**src/verilog/ifu_cfg.svh**
```systemverilog
////////////////////////////////////////////////////////////////////////////
// Instruction fetch unit configuration
// Widths, reset vector default and sequential PC increments
////////////////////////////////////////////////////////////////////////////
`ifndef IFU_CFG_SVH
`define IFU_CFG_SVH

// Address and instruction widths
`define IFU_PC_SIZE       32
`define IFU_INSTR_SIZE    32

// PC register value while rst_n is low
// The first fetch still comes from pc_rtvec
`define IFU_RTVEC_DEFAULT 32'h0000_0080

// Sequential step for a 32-bit and a 16-bit instruction
`define IFU_PC_INCR_RV32  4
`define IFU_PC_INCR_RV16  2

`endif

```
**src/verilog/rv_isa_pkg.sv**
```systemverilog
////////////////////////////////////////////////////////////////////////////
// RV32IC instruction set definitions
// Instruction word, immediate and the opcodes the fetch stage decodes
////////////////////////////////////////////////////////////////////////////
`include "ifu_cfg.svh"

package rv_isa_pkg;

  // Register width of the core, also the immediate width
  localparam int unsigned XLEN = 32;

  // Raw instruction word as returned by the fetch port
  typedef logic [`IFU_INSTR_SIZE-1:0] instr_t;

  // Sign-extended immediate, ready to be added to a PC
  typedef logic [XLEN-1:0] imm_t;

  // Major opcode field, bits 6:0 of a 32-bit instruction
  typedef logic [6:0] opcode_t;

  ////////////////////////////////////////////////////////////////////////////
  // Opcodes of interest to the predictor

  // Conditional branches BEQ/BNE/BLT/BGE/BLTU/BGEU
  localparam opcode_t OPC_BRANCH = 7'b1100011;
  // Unconditional jump and link
  localparam opcode_t OPC_JAL    = 7'b1101111;

endpackage

```
**src/verilog/ifu_pkg.sv**
```systemverilog
////////////////////////////////////////////////////////////////////////////
// Fetch unit definitions
// PC type and the next-PC source select
////////////////////////////////////////////////////////////////////////////
`include "ifu_cfg.svh"

package ifu_pkg;

  // Fetch address
  typedef logic [`IFU_PC_SIZE-1:0] pc_t;

  // Next-PC source, listed in priority order
  typedef enum logic [2:0] {
    // Flush operands from the pipeline
    PC_SRC_FLUSH     = 3'd0,
    // Flush already stored in pc_r, hold it
    PC_SRC_DLY_FLUSH = 3'd1,
    // Predicted taken branch or JAL
    PC_SRC_BRANCH    = 3'd2,
    // First fetch after reset
    PC_SRC_RESET     = 3'd3,
    // PC plus instruction length
    PC_SRC_SEQ       = 3'd4
  } pc_src_e;

endpackage

```
**src/verilog/ifu_minidec.sv**
```systemverilog
`timescale 1ns/1ps
////////////////////////////////////////////////////////////////////////////
// Fetch mini-decoder
// Instruction length, branch and jump class, and the B/J immediate
////////////////////////////////////////////////////////////////////////////

module ifu_minidec (
  input  rv_isa_pkg::instr_t instr,
  output logic               rv32,
  output logic               bxx,
  output logic               jal,
  output rv_isa_pkg::imm_t   bjp_imm
);

  rv_isa_pkg::opcode_t opcode;
  rv_isa_pkg::imm_t    imm_b;
  rv_isa_pkg::imm_t    imm_j;

  // Both low bits set means a full 32-bit encoding
  assign rv32   = (instr[1:0] == 2'b11);
  assign opcode = instr[6:0];

  // Only 32-bit forms are classified
  // Compressed jumps and branches run as sequential code
  assign bxx = rv32 & (opcode == rv_isa_pkg::OPC_BRANCH);
  assign jal = rv32 & (opcode == rv_isa_pkg::OPC_JAL);

  ////////////////////////////////////////////////////////////////////////////
  // Immediates

  // B-type: imm[12|10:5] in 31:25, imm[4:1|11] in 11:7
  assign imm_b = {{19{instr[31]}},
                  instr[31],
                  instr[7],
                  instr[30:25],
                  instr[11:8],
                  1'b0};

  // J-type: imm[20|10:1|11|19:12] in 31:12
  assign imm_j = {{11{instr[31]}},
                  instr[31],
                  instr[19:12],
                  instr[20],
                  instr[30:21],
                  1'b0};

  // The predictor only looks at this when bxx or jal is set
  assign bjp_imm = jal ? imm_j : imm_b;

endmodule

```
**src/verilog/ifu_litebpu.sv**
```systemverilog
`timescale 1ns/1ps
////////////////////////////////////////////////////////////////////////////
// Static branch predictor
// JAL always taken, backward conditional branch taken
////////////////////////////////////////////////////////////////////////////

module ifu_litebpu (
  input  ifu_pkg::pc_t     pc,
  input  logic             bxx,
  input  logic             jal,
  input  rv_isa_pkg::imm_t bjp_imm,
  output logic             prdt_taken,
  output ifu_pkg::pc_t     prdt_pc_add_op1,
  output ifu_pkg::pc_t     prdt_pc_add_op2
);

  logic backward;

  // Negative offset, usually a loop closing branch
  assign backward = bjp_imm[rv_isa_pkg::XLEN-1];

  // Forward branches fall through
  assign prdt_taken = jal | (bxx & backward);

  ////////////////////////////////////////////////////////////////////////////
  // Target adder operands

  // Base is the PC of the instruction being decoded
  assign prdt_pc_add_op1 = pc;
  // PC relative offset, same width as the PC
  assign prdt_pc_add_op2 = ifu_pkg::pc_t'(bjp_imm);

endmodule

```
**src/verilog/ifu_fetch_ctrl.sv**
```systemverilog
`timescale 1ns/1ps
////////////////////////////////////////////////////////////////////////////
// Fetch control
// Request issue, outstanding tracking, delayed flush, halt handshake,
// IR valid flags and next-PC source selection
////////////////////////////////////////////////////////////////////////////

module ifu_fetch_ctrl (
  input  logic             clk,
  input  logic             rst_n,
  input  logic             ifu_req_ready,
  input  logic             ifu_rsp_valid,
  input  logic             ifu_o_ready,
  input  logic             pipe_flush_req,
  input  logic             ifu_halt_req,
  input  logic             prdt_taken,
  output logic             ifu_req_valid,
  output logic             ifu_rsp_ready,
  output logic             ifu_o_valid,
  output logic             ifu_o_pc_vld,
  output logic             ifu_halt_ack,
  output logic             pc_ena,
  output logic             ir_load,
  output logic             ir_pc_load,
  output ifu_pkg::pc_src_e pc_src
);

  // Next state of a set/clear flag, set wins
  function automatic logic flag_nxt(input logic q, input logic set, input logic clr);
    return set | (q & ~clr);
  endfunction

  logic reset_flag;
  logic reset_req;
  logic out_flag;
  logic dly_flush;
  logic ir_valid;
  logic ir_pc_vld;
  logic pc_newpend;
  logic halt_ack;

  logic req_hsk;
  logic rsp_hsk;
  logic ir_o_hsk;
  logic flush_real;
  logic new_req;
  logic new_req_condi;
  logic no_outs;
  logic ir_i_ready;
  logic ir_valid_set;
  logic ir_valid_clr;
  logic ir_pc_vld_set;
  logic bjp_req;

  assign req_hsk  = ifu_req_valid & ifu_req_ready;
  assign rsp_hsk  = ifu_rsp_valid & ifu_rsp_ready;
  assign ir_o_hsk = ir_valid & ifu_o_ready;

  // Live flush or one still waiting for the fetch port
  assign flush_real = pipe_flush_req | dly_flush;

  ////////////////////////////////////////////////////////////////////////////
  // Request and response channels

  // Normal fetching is off during the reset cycle and under halt
  assign new_req = ~ifu_halt_req & ~reset_flag;
  // Slot free, or the outstanding one returns this cycle
  assign new_req_condi = ~out_flag | rsp_hsk;
  assign ifu_req_valid = (new_req | reset_req | flush_real) & new_req_condi;

  // IR empty or being drained this cycle
  assign ir_i_ready = ~ir_valid | ir_valid_clr;
  // Responses under a flush are taken and dropped
  // Otherwise wait until the follow-on request can go out in the same cycle
  assign ifu_rsp_ready = flush_real | (ir_i_ready & ifu_req_ready & ~ifu_halt_req);

  // PC moves on a request or on every flush
  assign pc_ena = req_hsk | pipe_flush_req;

  // A returned response counts as done for halt purposes
  assign no_outs = ~out_flag | ifu_rsp_valid;

  ////////////////////////////////////////////////////////////////////////////
  // IR valid flags

  assign ir_valid_set  = rsp_hsk & ~flush_real;
  assign ir_valid_clr  = ir_o_hsk | (pipe_flush_req & ir_valid);
  // IR PC follows pc_r once the IR has room for it
  assign ir_pc_vld_set = pc_newpend & ir_i_ready & ~flush_real;

  assign ir_load      = ir_valid_set;
  assign ir_pc_load   = ir_pc_vld_set;
  assign ifu_o_valid  = ir_valid;
  assign ifu_o_pc_vld = ir_pc_vld;
  assign ifu_halt_ack = halt_ack;

  ////////////////////////////////////////////////////////////////////////////
  // Next-PC source

  // Prediction only counts with a real response on the port
  assign bjp_req = prdt_taken & ifu_rsp_valid;

  always_comb begin
    if (pipe_flush_req) begin
      pc_src = ifu_pkg::PC_SRC_FLUSH;
    end else if (dly_flush) begin
      pc_src = ifu_pkg::PC_SRC_DLY_FLUSH;
    end else if (bjp_req) begin
      pc_src = ifu_pkg::PC_SRC_BRANCH;
    end else if (reset_req) begin
      pc_src = ifu_pkg::PC_SRC_RESET;
    end else begin
      pc_src = ifu_pkg::PC_SRC_SEQ;
    end
  end

  ////////////////////////////////////////////////////////////////////////////
  // Control flags

  always_ff @(posedge clk or negedge rst_n) begin
    if (!rst_n) begin
      reset_flag <= 1'b1;
      reset_req  <= 1'b0;
      out_flag   <= 1'b0;
      dly_flush  <= 1'b0;
      ir_valid   <= 1'b0;
      ir_pc_vld  <= 1'b0;
      pc_newpend <= 1'b0;
      halt_ack   <= 1'b0;
    end else begin
      // High for one cycle after reset release, kicks off the reset fetch
      reset_flag <= 1'b0;
      reset_req  <= flag_nxt(reset_req, reset_flag & ~reset_req, reset_req & req_hsk);
      out_flag   <= flag_nxt(out_flag, req_hsk, rsp_hsk);
      // Flush that could not reach the fetch port yet
      dly_flush  <= flag_nxt(dly_flush, pipe_flush_req & ~req_hsk, dly_flush & req_hsk);
      ir_valid   <= flag_nxt(ir_valid, ir_valid_set, ir_valid_clr);
      ir_pc_vld  <= flag_nxt(ir_pc_vld, ir_pc_vld_set, ir_valid_clr);
      pc_newpend <= flag_nxt(pc_newpend, pc_ena, ir_pc_vld_set);
      halt_ack   <= flag_nxt(halt_ack, ifu_halt_req & ~halt_ack & no_outs,
                             halt_ack & ~ifu_halt_req);
    end
  end

endmodule

```
**src/verilog/ifu_pc_gen.sv**
```systemverilog
`timescale 1ns/1ps
////////////////////////////////////////////////////////////////////////////
// Next-PC generation
// Operand select, single adder and the fetch PC register
////////////////////////////////////////////////////////////////////////////
`include "ifu_cfg.svh"

module ifu_pc_gen (
  input  logic             clk,
  input  logic             rst_n,
  input  logic             pc_ena,
  input  ifu_pkg::pc_src_e pc_src,
  input  ifu_pkg::pc_t     pc_rtvec,
  input  ifu_pkg::pc_t     pipe_flush_add_op1,
  input  ifu_pkg::pc_t     pipe_flush_add_op2,
  input  ifu_pkg::pc_t     prdt_pc_add_op1,
  input  ifu_pkg::pc_t     prdt_pc_add_op2,
  input  logic             rv32,
  output ifu_pkg::pc_t     pc_nxt,
  output ifu_pkg::pc_t     pc_r
);

  ifu_pkg::pc_t add_op1;
  ifu_pkg::pc_t add_op2;
  ifu_pkg::pc_t pc_incr;
  ifu_pkg::pc_t pc_sum;

  // Step by the length of the instruction just returned
  assign pc_incr = rv32 ? ifu_pkg::pc_t'(`IFU_PC_INCR_RV32) : ifu_pkg::pc_t'(`IFU_PC_INCR_RV16);

  // One adder shared by every source
  always_comb begin
    case (pc_src)
      ifu_pkg::PC_SRC_FLUSH: begin
        add_op1 = pipe_flush_add_op1;
        add_op2 = pipe_flush_add_op2;
      end
      ifu_pkg::PC_SRC_DLY_FLUSH: begin
        // Flush target was stored in pc_r when the flush came in
        add_op1 = pc_r;
        add_op2 = '0;
      end
      ifu_pkg::PC_SRC_BRANCH: begin
        add_op1 = prdt_pc_add_op1;
        add_op2 = prdt_pc_add_op2;
      end
      ifu_pkg::PC_SRC_RESET: begin
        add_op1 = pc_rtvec;
        add_op2 = '0;
      end
      default: begin
        // Sequential
        add_op1 = pc_r;
        add_op2 = pc_incr;
      end
    endcase
  end

  assign pc_sum = add_op1 + add_op2;
  // Halfword aligned for RV32C
  assign pc_nxt = {pc_sum[`IFU_PC_SIZE-1:1], 1'b0};

  always_ff @(posedge clk or negedge rst_n) begin
    if (!rst_n) begin
      pc_r <= `IFU_RTVEC_DEFAULT;
    end else if (pc_ena) begin
      pc_r <= pc_nxt;
    end
  end

endmodule

```
**src/verilog/ifu_ir_stage.sv**
```systemverilog
`timescale 1ns/1ps
////////////////////////////////////////////////////////////////////////////
// IR stage register
// Instruction, PC, bus error and prediction toward the execute stage
////////////////////////////////////////////////////////////////////////////

module ifu_ir_stage (
  input  logic               clk,
  input  logic               rst_n,
  input  logic               ir_load,
  input  logic               ir_pc_load,
  input  rv_isa_pkg::instr_t instr,
  input  logic               rsp_err,
  input  logic               prdt_taken,
  input  ifu_pkg::pc_t       pc_r,
  output rv_isa_pkg::instr_t ifu_o_ir,
  output ifu_pkg::pc_t       ifu_o_pc,
  output logic               ifu_o_buserr,
  output logic               ifu_o_prdt_taken
);

  // Wide payload, qualified by the valid flags in the control block
  always_ff @(posedge clk) begin
    if (ir_load) begin
      ifu_o_ir <= instr;
    end
    // PC may arrive ahead of its instruction
    if (ir_pc_load) begin
      ifu_o_pc <= pc_r;
    end
  end

  // Status bits travel with the instruction
  always_ff @(posedge clk or negedge rst_n) begin
    if (!rst_n) begin
      ifu_o_buserr     <= 1'b0;
      ifu_o_prdt_taken <= 1'b0;
    end else if (ir_load) begin
      ifu_o_buserr     <= rsp_err;
      ifu_o_prdt_taken <= prdt_taken;
    end
  end

endmodule

```
**src/verilog/ifu_ifetch.sv**
```systemverilog
`timescale 1ns/1ps
////////////////////////////////////////////////////////////////////////////
// Instruction fetch stage top
// Control, PC generation, mini-decode, static prediction and IR register
////////////////////////////////////////////////////////////////////////////

module ifu_ifetch (
  input  logic               clk,
  input  logic               rst_n,
  input  ifu_pkg::pc_t       pc_rtvec,
  // Fetch request
  output logic               ifu_req_valid,
  input  logic               ifu_req_ready,
  output ifu_pkg::pc_t       ifu_req_pc,
  // Fetch response
  input  logic               ifu_rsp_valid,
  output logic               ifu_rsp_ready,
  input  rv_isa_pkg::instr_t ifu_rsp_instr,
  input  logic               ifu_rsp_err,
  // IR toward execute
  output logic               ifu_o_valid,
  input  logic               ifu_o_ready,
  output rv_isa_pkg::instr_t ifu_o_ir,
  output ifu_pkg::pc_t       ifu_o_pc,
  output logic               ifu_o_pc_vld,
  output logic               ifu_o_prdt_taken,
  output logic               ifu_o_buserr,
  // Pipeline flush
  input  logic               pipe_flush_req,
  output logic               pipe_flush_ack,
  input  ifu_pkg::pc_t       pipe_flush_add_op1,
  input  ifu_pkg::pc_t       pipe_flush_add_op2,
  // Halt
  input  logic               ifu_halt_req,
  output logic               ifu_halt_ack
);

  logic             pc_ena;
  logic             ir_load;
  logic             ir_pc_load;
  ifu_pkg::pc_src_e pc_src;
  logic             rv32;
  logic             bxx;
  logic             jal;
  rv_isa_pkg::imm_t bjp_imm;
  logic             prdt_taken;
  ifu_pkg::pc_t     prdt_pc_add_op1;
  ifu_pkg::pc_t     prdt_pc_add_op2;
  ifu_pkg::pc_t     pc_nxt;
  ifu_pkg::pc_t     pc_r;

  // Flush never stalls, a late one is held inside the control block
  assign pipe_flush_ack = 1'b1;
  assign ifu_req_pc     = pc_nxt;

  ifu_fetch_ctrl u_ctrl (
    .clk            (clk),
    .rst_n          (rst_n),
    .ifu_req_ready  (ifu_req_ready),
    .ifu_rsp_valid  (ifu_rsp_valid),
    .ifu_o_ready    (ifu_o_ready),
    .pipe_flush_req (pipe_flush_req),
    .ifu_halt_req   (ifu_halt_req),
    .prdt_taken     (prdt_taken),
    .ifu_req_valid  (ifu_req_valid),
    .ifu_rsp_ready  (ifu_rsp_ready),
    .ifu_o_valid    (ifu_o_valid),
    .ifu_o_pc_vld   (ifu_o_pc_vld),
    .ifu_halt_ack   (ifu_halt_ack),
    .pc_ena         (pc_ena),
    .ir_load        (ir_load),
    .ir_pc_load     (ir_pc_load),
    .pc_src         (pc_src)
  );

  ifu_pc_gen u_pc_gen (
    .clk                (clk),
    .rst_n              (rst_n),
    .pc_ena             (pc_ena),
    .pc_src             (pc_src),
    .pc_rtvec           (pc_rtvec),
    .pipe_flush_add_op1 (pipe_flush_add_op1),
    .pipe_flush_add_op2 (pipe_flush_add_op2),
    .prdt_pc_add_op1    (prdt_pc_add_op1),
    .prdt_pc_add_op2    (prdt_pc_add_op2),
    .rv32               (rv32),
    .pc_nxt             (pc_nxt),
    .pc_r               (pc_r)
  );

  // Decodes the response word directly, before it reaches the IR
  ifu_minidec u_minidec (
    .instr   (ifu_rsp_instr),
    .rv32    (rv32),
    .bxx     (bxx),
    .jal     (jal),
    .bjp_imm (bjp_imm)
  );

  // pc_r holds the address of the instruction now on the response port
  ifu_litebpu u_litebpu (
    .pc              (pc_r),
    .bxx             (bxx),
    .jal             (jal),
    .bjp_imm         (bjp_imm),
    .prdt_taken      (prdt_taken),
    .prdt_pc_add_op1 (prdt_pc_add_op1),
    .prdt_pc_add_op2 (prdt_pc_add_op2)
  );

  ifu_ir_stage u_ir_stage (
    .clk              (clk),
    .rst_n            (rst_n),
    .ir_load          (ir_load),
    .ir_pc_load       (ir_pc_load),
    .instr            (ifu_rsp_instr),
    .rsp_err          (ifu_rsp_err),
    .prdt_taken       (prdt_taken),
    .pc_r             (pc_r),
    .ifu_o_ir         (ifu_o_ir),
    .ifu_o_pc         (ifu_o_pc),
    .ifu_o_buserr     (ifu_o_buserr),
    .ifu_o_prdt_taken (ifu_o_prdt_taken)
  );

endmodule

```
**config.mk**
```make
export PLATFORM = sky130hd
export DESIGN_NAME = ifu_ifetch
export DESIGN_NICKNAME = d
export VERILOG_FILES = /design/src/verilog/rv_isa_pkg.sv /design/src/verilog/ifu_pkg.sv /design/src/verilog/ifu_minidec.sv /design/src/verilog/ifu_litebpu.sv /design/src/verilog/ifu_fetch_ctrl.sv /design/src/verilog/ifu_pc_gen.sv /design/src/verilog/ifu_ir_stage.sv /design/src/verilog/ifu_ifetch.sv
export VERILOG_INCLUDE_DIRS = /design/src /design/src/verilog
export SDC_FILE = /design/constraint.sdc
export NUM_CORES = 1
export LEC_CHECK = 0
export BUFFER_PORTS_ARGS = -buffer_cell sky130_fd_sc_hd__clkbuf_2
export CELL_PAD_IN_SITES_DETAIL_PLACEMENT = 1
export CELL_PAD_IN_SITES_GLOBAL_PLACEMENT = 1
export CORE_MARGIN = 10
export CORE_UTILIZATION = 37
export DETAILED_ROUTE_END_ITERATION = 7
export GPL_ROUTABILITY_DRIVEN = 0
export PLACE_DENSITY_LB_ADDON = 0.1
export SETUP_SLACK_MARGIN = 0.02
export SLEW_MARGIN = 20
export SYNTH_ARGS = -nofsm -noshare
export SYNTH_HDL_FRONTEND = slang
export SYNTH_SLANG_ARGS = --single-unit
```
**constraint.sdc**
```tcl
create_clock -name clk -period 4.9 [get_ports clk]
set_input_delay 0.49 -clock clk [delete_from_list [all_inputs] [get_ports clk]]
set_output_delay 0.49 -clock clk [all_outputs]
set_load 0.05 [all_outputs]
```
==> summary.txt <==
Power and ir drop
  – Power density cells: 533 nW/µm²
  – Leak: 3.98 nW
  – Peak VDD IR: 295 µV
  – Overall Power: 4.58 mW

Synthesis
  – Ys Warns: 0
  – Netlist Area Pre-Place: 6410 µm²
  – Yosys top cell by area: edfxtp_1
  – FFs w/ async S/R, synth: 0.394
  – Area contributors post-synth: edfxtp_1 30%, dfrtp_1 15%, ha_1 5.9%
  – Top FF cell, synth: edfxtp_1
  – Synth unique cells: 71
  – Yosys top cell area share: 0.295
  – Post-synth EDFFs: 63
  – Syn avg cell area: 9.58 µm²
  – Sequential element share of the synthesized area: 0.456
  – Post-synthesis register bit count: 104
  – Syn Inst Count: 669

GRT
  – Layer carrying the most global-route usage: met2
  – Initial antenna violation count: 0
  – Met3 Use GR: 0.0395
  – Global-route wire length before repair: 37000 µm
  – GRT Residual Overflow: 0
  – M1 GR Usage: 0.230
  – Met2 Track Usage GR: 0.388
  – Largest net degree at the start of global routing: 42
  – Vias in the first global route: 6839
  – Tot GR Track Use: 0.207

Floorplanning
  – Core ar.: 17100 µm²
  – IO Count: 240
  – Die width: 152 µm
  – Die Ht: 152 µm
  – DIE AREA: 23000 µm²
  – Initial Util: 0.374
  – Rows: 48

Critical path
  – Kind of critical path: input port to output pin
  – WP data required: 4.41 ns
  – Setup crit start kind: input port
  – CP arrival: 4.21 ns
  – Max FO, Critical Path: 10
  – Worst Setup End Kind: output pin

Placement
  – DP Worst Slack: 0.0757 ns
  – Post-DP Area: 8220 µm²
  – Cells after DPL: 1122
  – Placed wire-length estimate: 19300 µm
  – Port bufs: 235

Routing
  – DR DRC count: 0
  – Avg WL per Cell: 21.5 µm
  – Pre-antenna DRT Iters: 4
  – Post-route ant nets: 0
  – Drt total wl: 24500 µm
  – Routed vias/inst: 5.45
  – Initial DRC Count: 285
  – Via count: 6209

Layout
  – Most frequent cells in the layout: 213 x clkbuf_2, 92 x nand2_1, 88 x nor2_1, 63 x edfxtp_1, 39 x dfrtp_1
  – Fillers: 2022
  – Diodes inserted: 0
  – Area growth, synth to finish: 34.1%
  – Layout net count: 1076
  – Final core utilization: 0.502
  – Design area: 8590 µm²
  – Fin cells: 1139
  – Commonest non-fill, non-tap cell in the layout: clkbuf_2
  – Layout cell share with drive strength beyond 1: 0.345

Clocking
  – Worst skew pair latency: 0.36 ns
  – CTS Hold Bufs: 0
  – TritonCTS clock tree: yes
  – Clk root buf: clkbuf_16
  – CTS Buf Count: 9
  – CTS sink cnt: 104
  – Htree depth: 3
  – Clk pin slew, worst setup/hold paths: 0.07 ns
  – Clock Path Buffers: 2

Hold path
  – Worst min path class: input port to async pin

STA
  – Final TNS setup: 0 ns
  – Clock skew: 0.00957 ns
  – Crit path time final: 4.70 ns
  – Tightest Pin Transition: 1.02 ns
  – Post-route setup slack: 0.200 ns
  – Max Slew Vio Count: 0
  – Max_slew headroom: 0.320
  – # setup viols final: 0
  – Final hold vios: 0
  – WHS: 0.228 ns
  – Final period util: 0.959
  – Max Clock Freq: 213 MHz

Status
  – Status: finished, final reports clean

Flow run
  – Max-cap violations: 0
## final timing paths
path	startpoint	to	slack (ns)	cells past startpoint
max	ifu_rsp_instr[4]	ifu_req_pc[24]	0.20	17
min	rst_n	u_pc_gen.pc_r[14]$_DFFE_PN0P_	0.23	2
max reg2reg	u_ctrl.dly_flush$_DFF_PN0_	u_pc_gen.pc_r[23]$_DFFE_PN0P_	1.06	13
min reg2reg	u_pc_gen.pc_r[20]$_DFFE_PN0P_	u_ir_stage.ifu_o_pc[20]$_DFFE_PP_	0.48	0
max in group asynchronous	rst_n	u_pc_gen.pc_r[27]$_DFFE_PN0P_	4.25	2
min in group clk	ifu_rsp_instr[6]	u_ir_stage.ifu_o_ir[6]$_DFFE_PP_	0.31	1
## layer usage
metal,up-vias,part of all wire
li1,2934,-
met1,3064,0.39
met2,182,0.53
met3,29,0.063
met4,0,0.017
met5,-,0
## registers in the layout (all words and copies together), names as in the netlist
signal and flops:
u_ir_stage.ifu_o_ir 32, u_ir_stage.ifu_o_pc 31, u_pc_gen.pc_r 31, u_ctrl.dly_flush 1, u_ctrl.ifu_halt_ack 1, u_ctrl.ifu_o_pc_vld 1, u_ctrl.ifu_o_valid 1, u_ctrl.out_flag 1
u_ctrl.pc_newpend 1, u_ctrl.reset_flag 1, u_ctrl.reset_req 1, u_ir_stage.ifu_o_buserr 1, u_ir_stage.ifu_o_prdt_taken 1
## synth_stat cells, drive strengths merged (4+ instances only)
master and n:
o211ai 11, nor2 89, and3 11, mux2 12
a31oi 6, xor2 5, a22o 6, o22ai 27
dfrtp 39, nor3 5, ha 30, xnor2 20
clkbuf 23, a211oi 11, edfxtp 63, a31o 5
nand3 12, and2 11, mux2i 4, inv 18
a21o 14, or3 7, nand4 4, nand2b 8
a222oi 7, buf 10, o21ai 31, a21oi 38
o2111ai 4, nand2 92
## critical path, cell delays in order
cell,delay [ns]
clkbuf_2,0.10
and3b_1,0.28
o2111ai_2,0.18
and2_2,0.27
a21o_4,0.24
buf_4,0.17
nor2_1,0.09
nor2_1,0.06
ha_1,0.37
o21a_1,0.26
o2111a_1,0.24
o21a_1,0.18
o2111ai_4,0.33
a31oi_4,0.22
o21ai_0,0.29
o2111ai_1,0.24
buf_12,0.21
## layout make-up
class / count / area (µm²) / area share
multi-input combinational: 516 / 3280 / 0.382
sequential: 104 / 2920 / 0.340
timing repair buffer: 260 / 1700 / 0.198
tap: 225 / 282 / 0.0328
clock buffer: 11 / 233 / 0.0271
clock inverter: 5 / 106 / 0.0124
inverter: 18 / 67.6 / 0.00787
## cell families (layout without fill, tap and decap cells)
kind of cell / count (synthesis) / after routing / synth area share
XOR/XNOR: 25 / 25 / 0.0342
adder cells (fa/ha/maj): 31 / 31 / 0.0617
multiplexers: 16 / 16 / 0.0273
flip-flops: 104 / 104 / 0.456
AO/OA/AOI/OAI: 183 / 183 / 0.201
AND/OR/NAND/NOR: 257 / 257 / 0.182
buffers and inverters: 51 / 294 / 0.0361
other: 2 / 4 / 0.00117
## power by group
part / internal (mW) / leakage [nW] / total (mW) / switching, mW
logic: 0.900 / 2.76 / 2.43 / 1.53
clock network: 0.503 / 0.160 / 0.850 / 0.347
registers: 1.17 / 1.06 / 1.30 / 0.133
total: 2.57 / 3.98 / 4.58 / 2.01
## repair_timing
item / in CTS / in global routing
setup buffers: 0 / 1
setup endpoints to repair: 0 / 11
resized for setup: 0 / 8
Power figures use the tool's default switching activity.
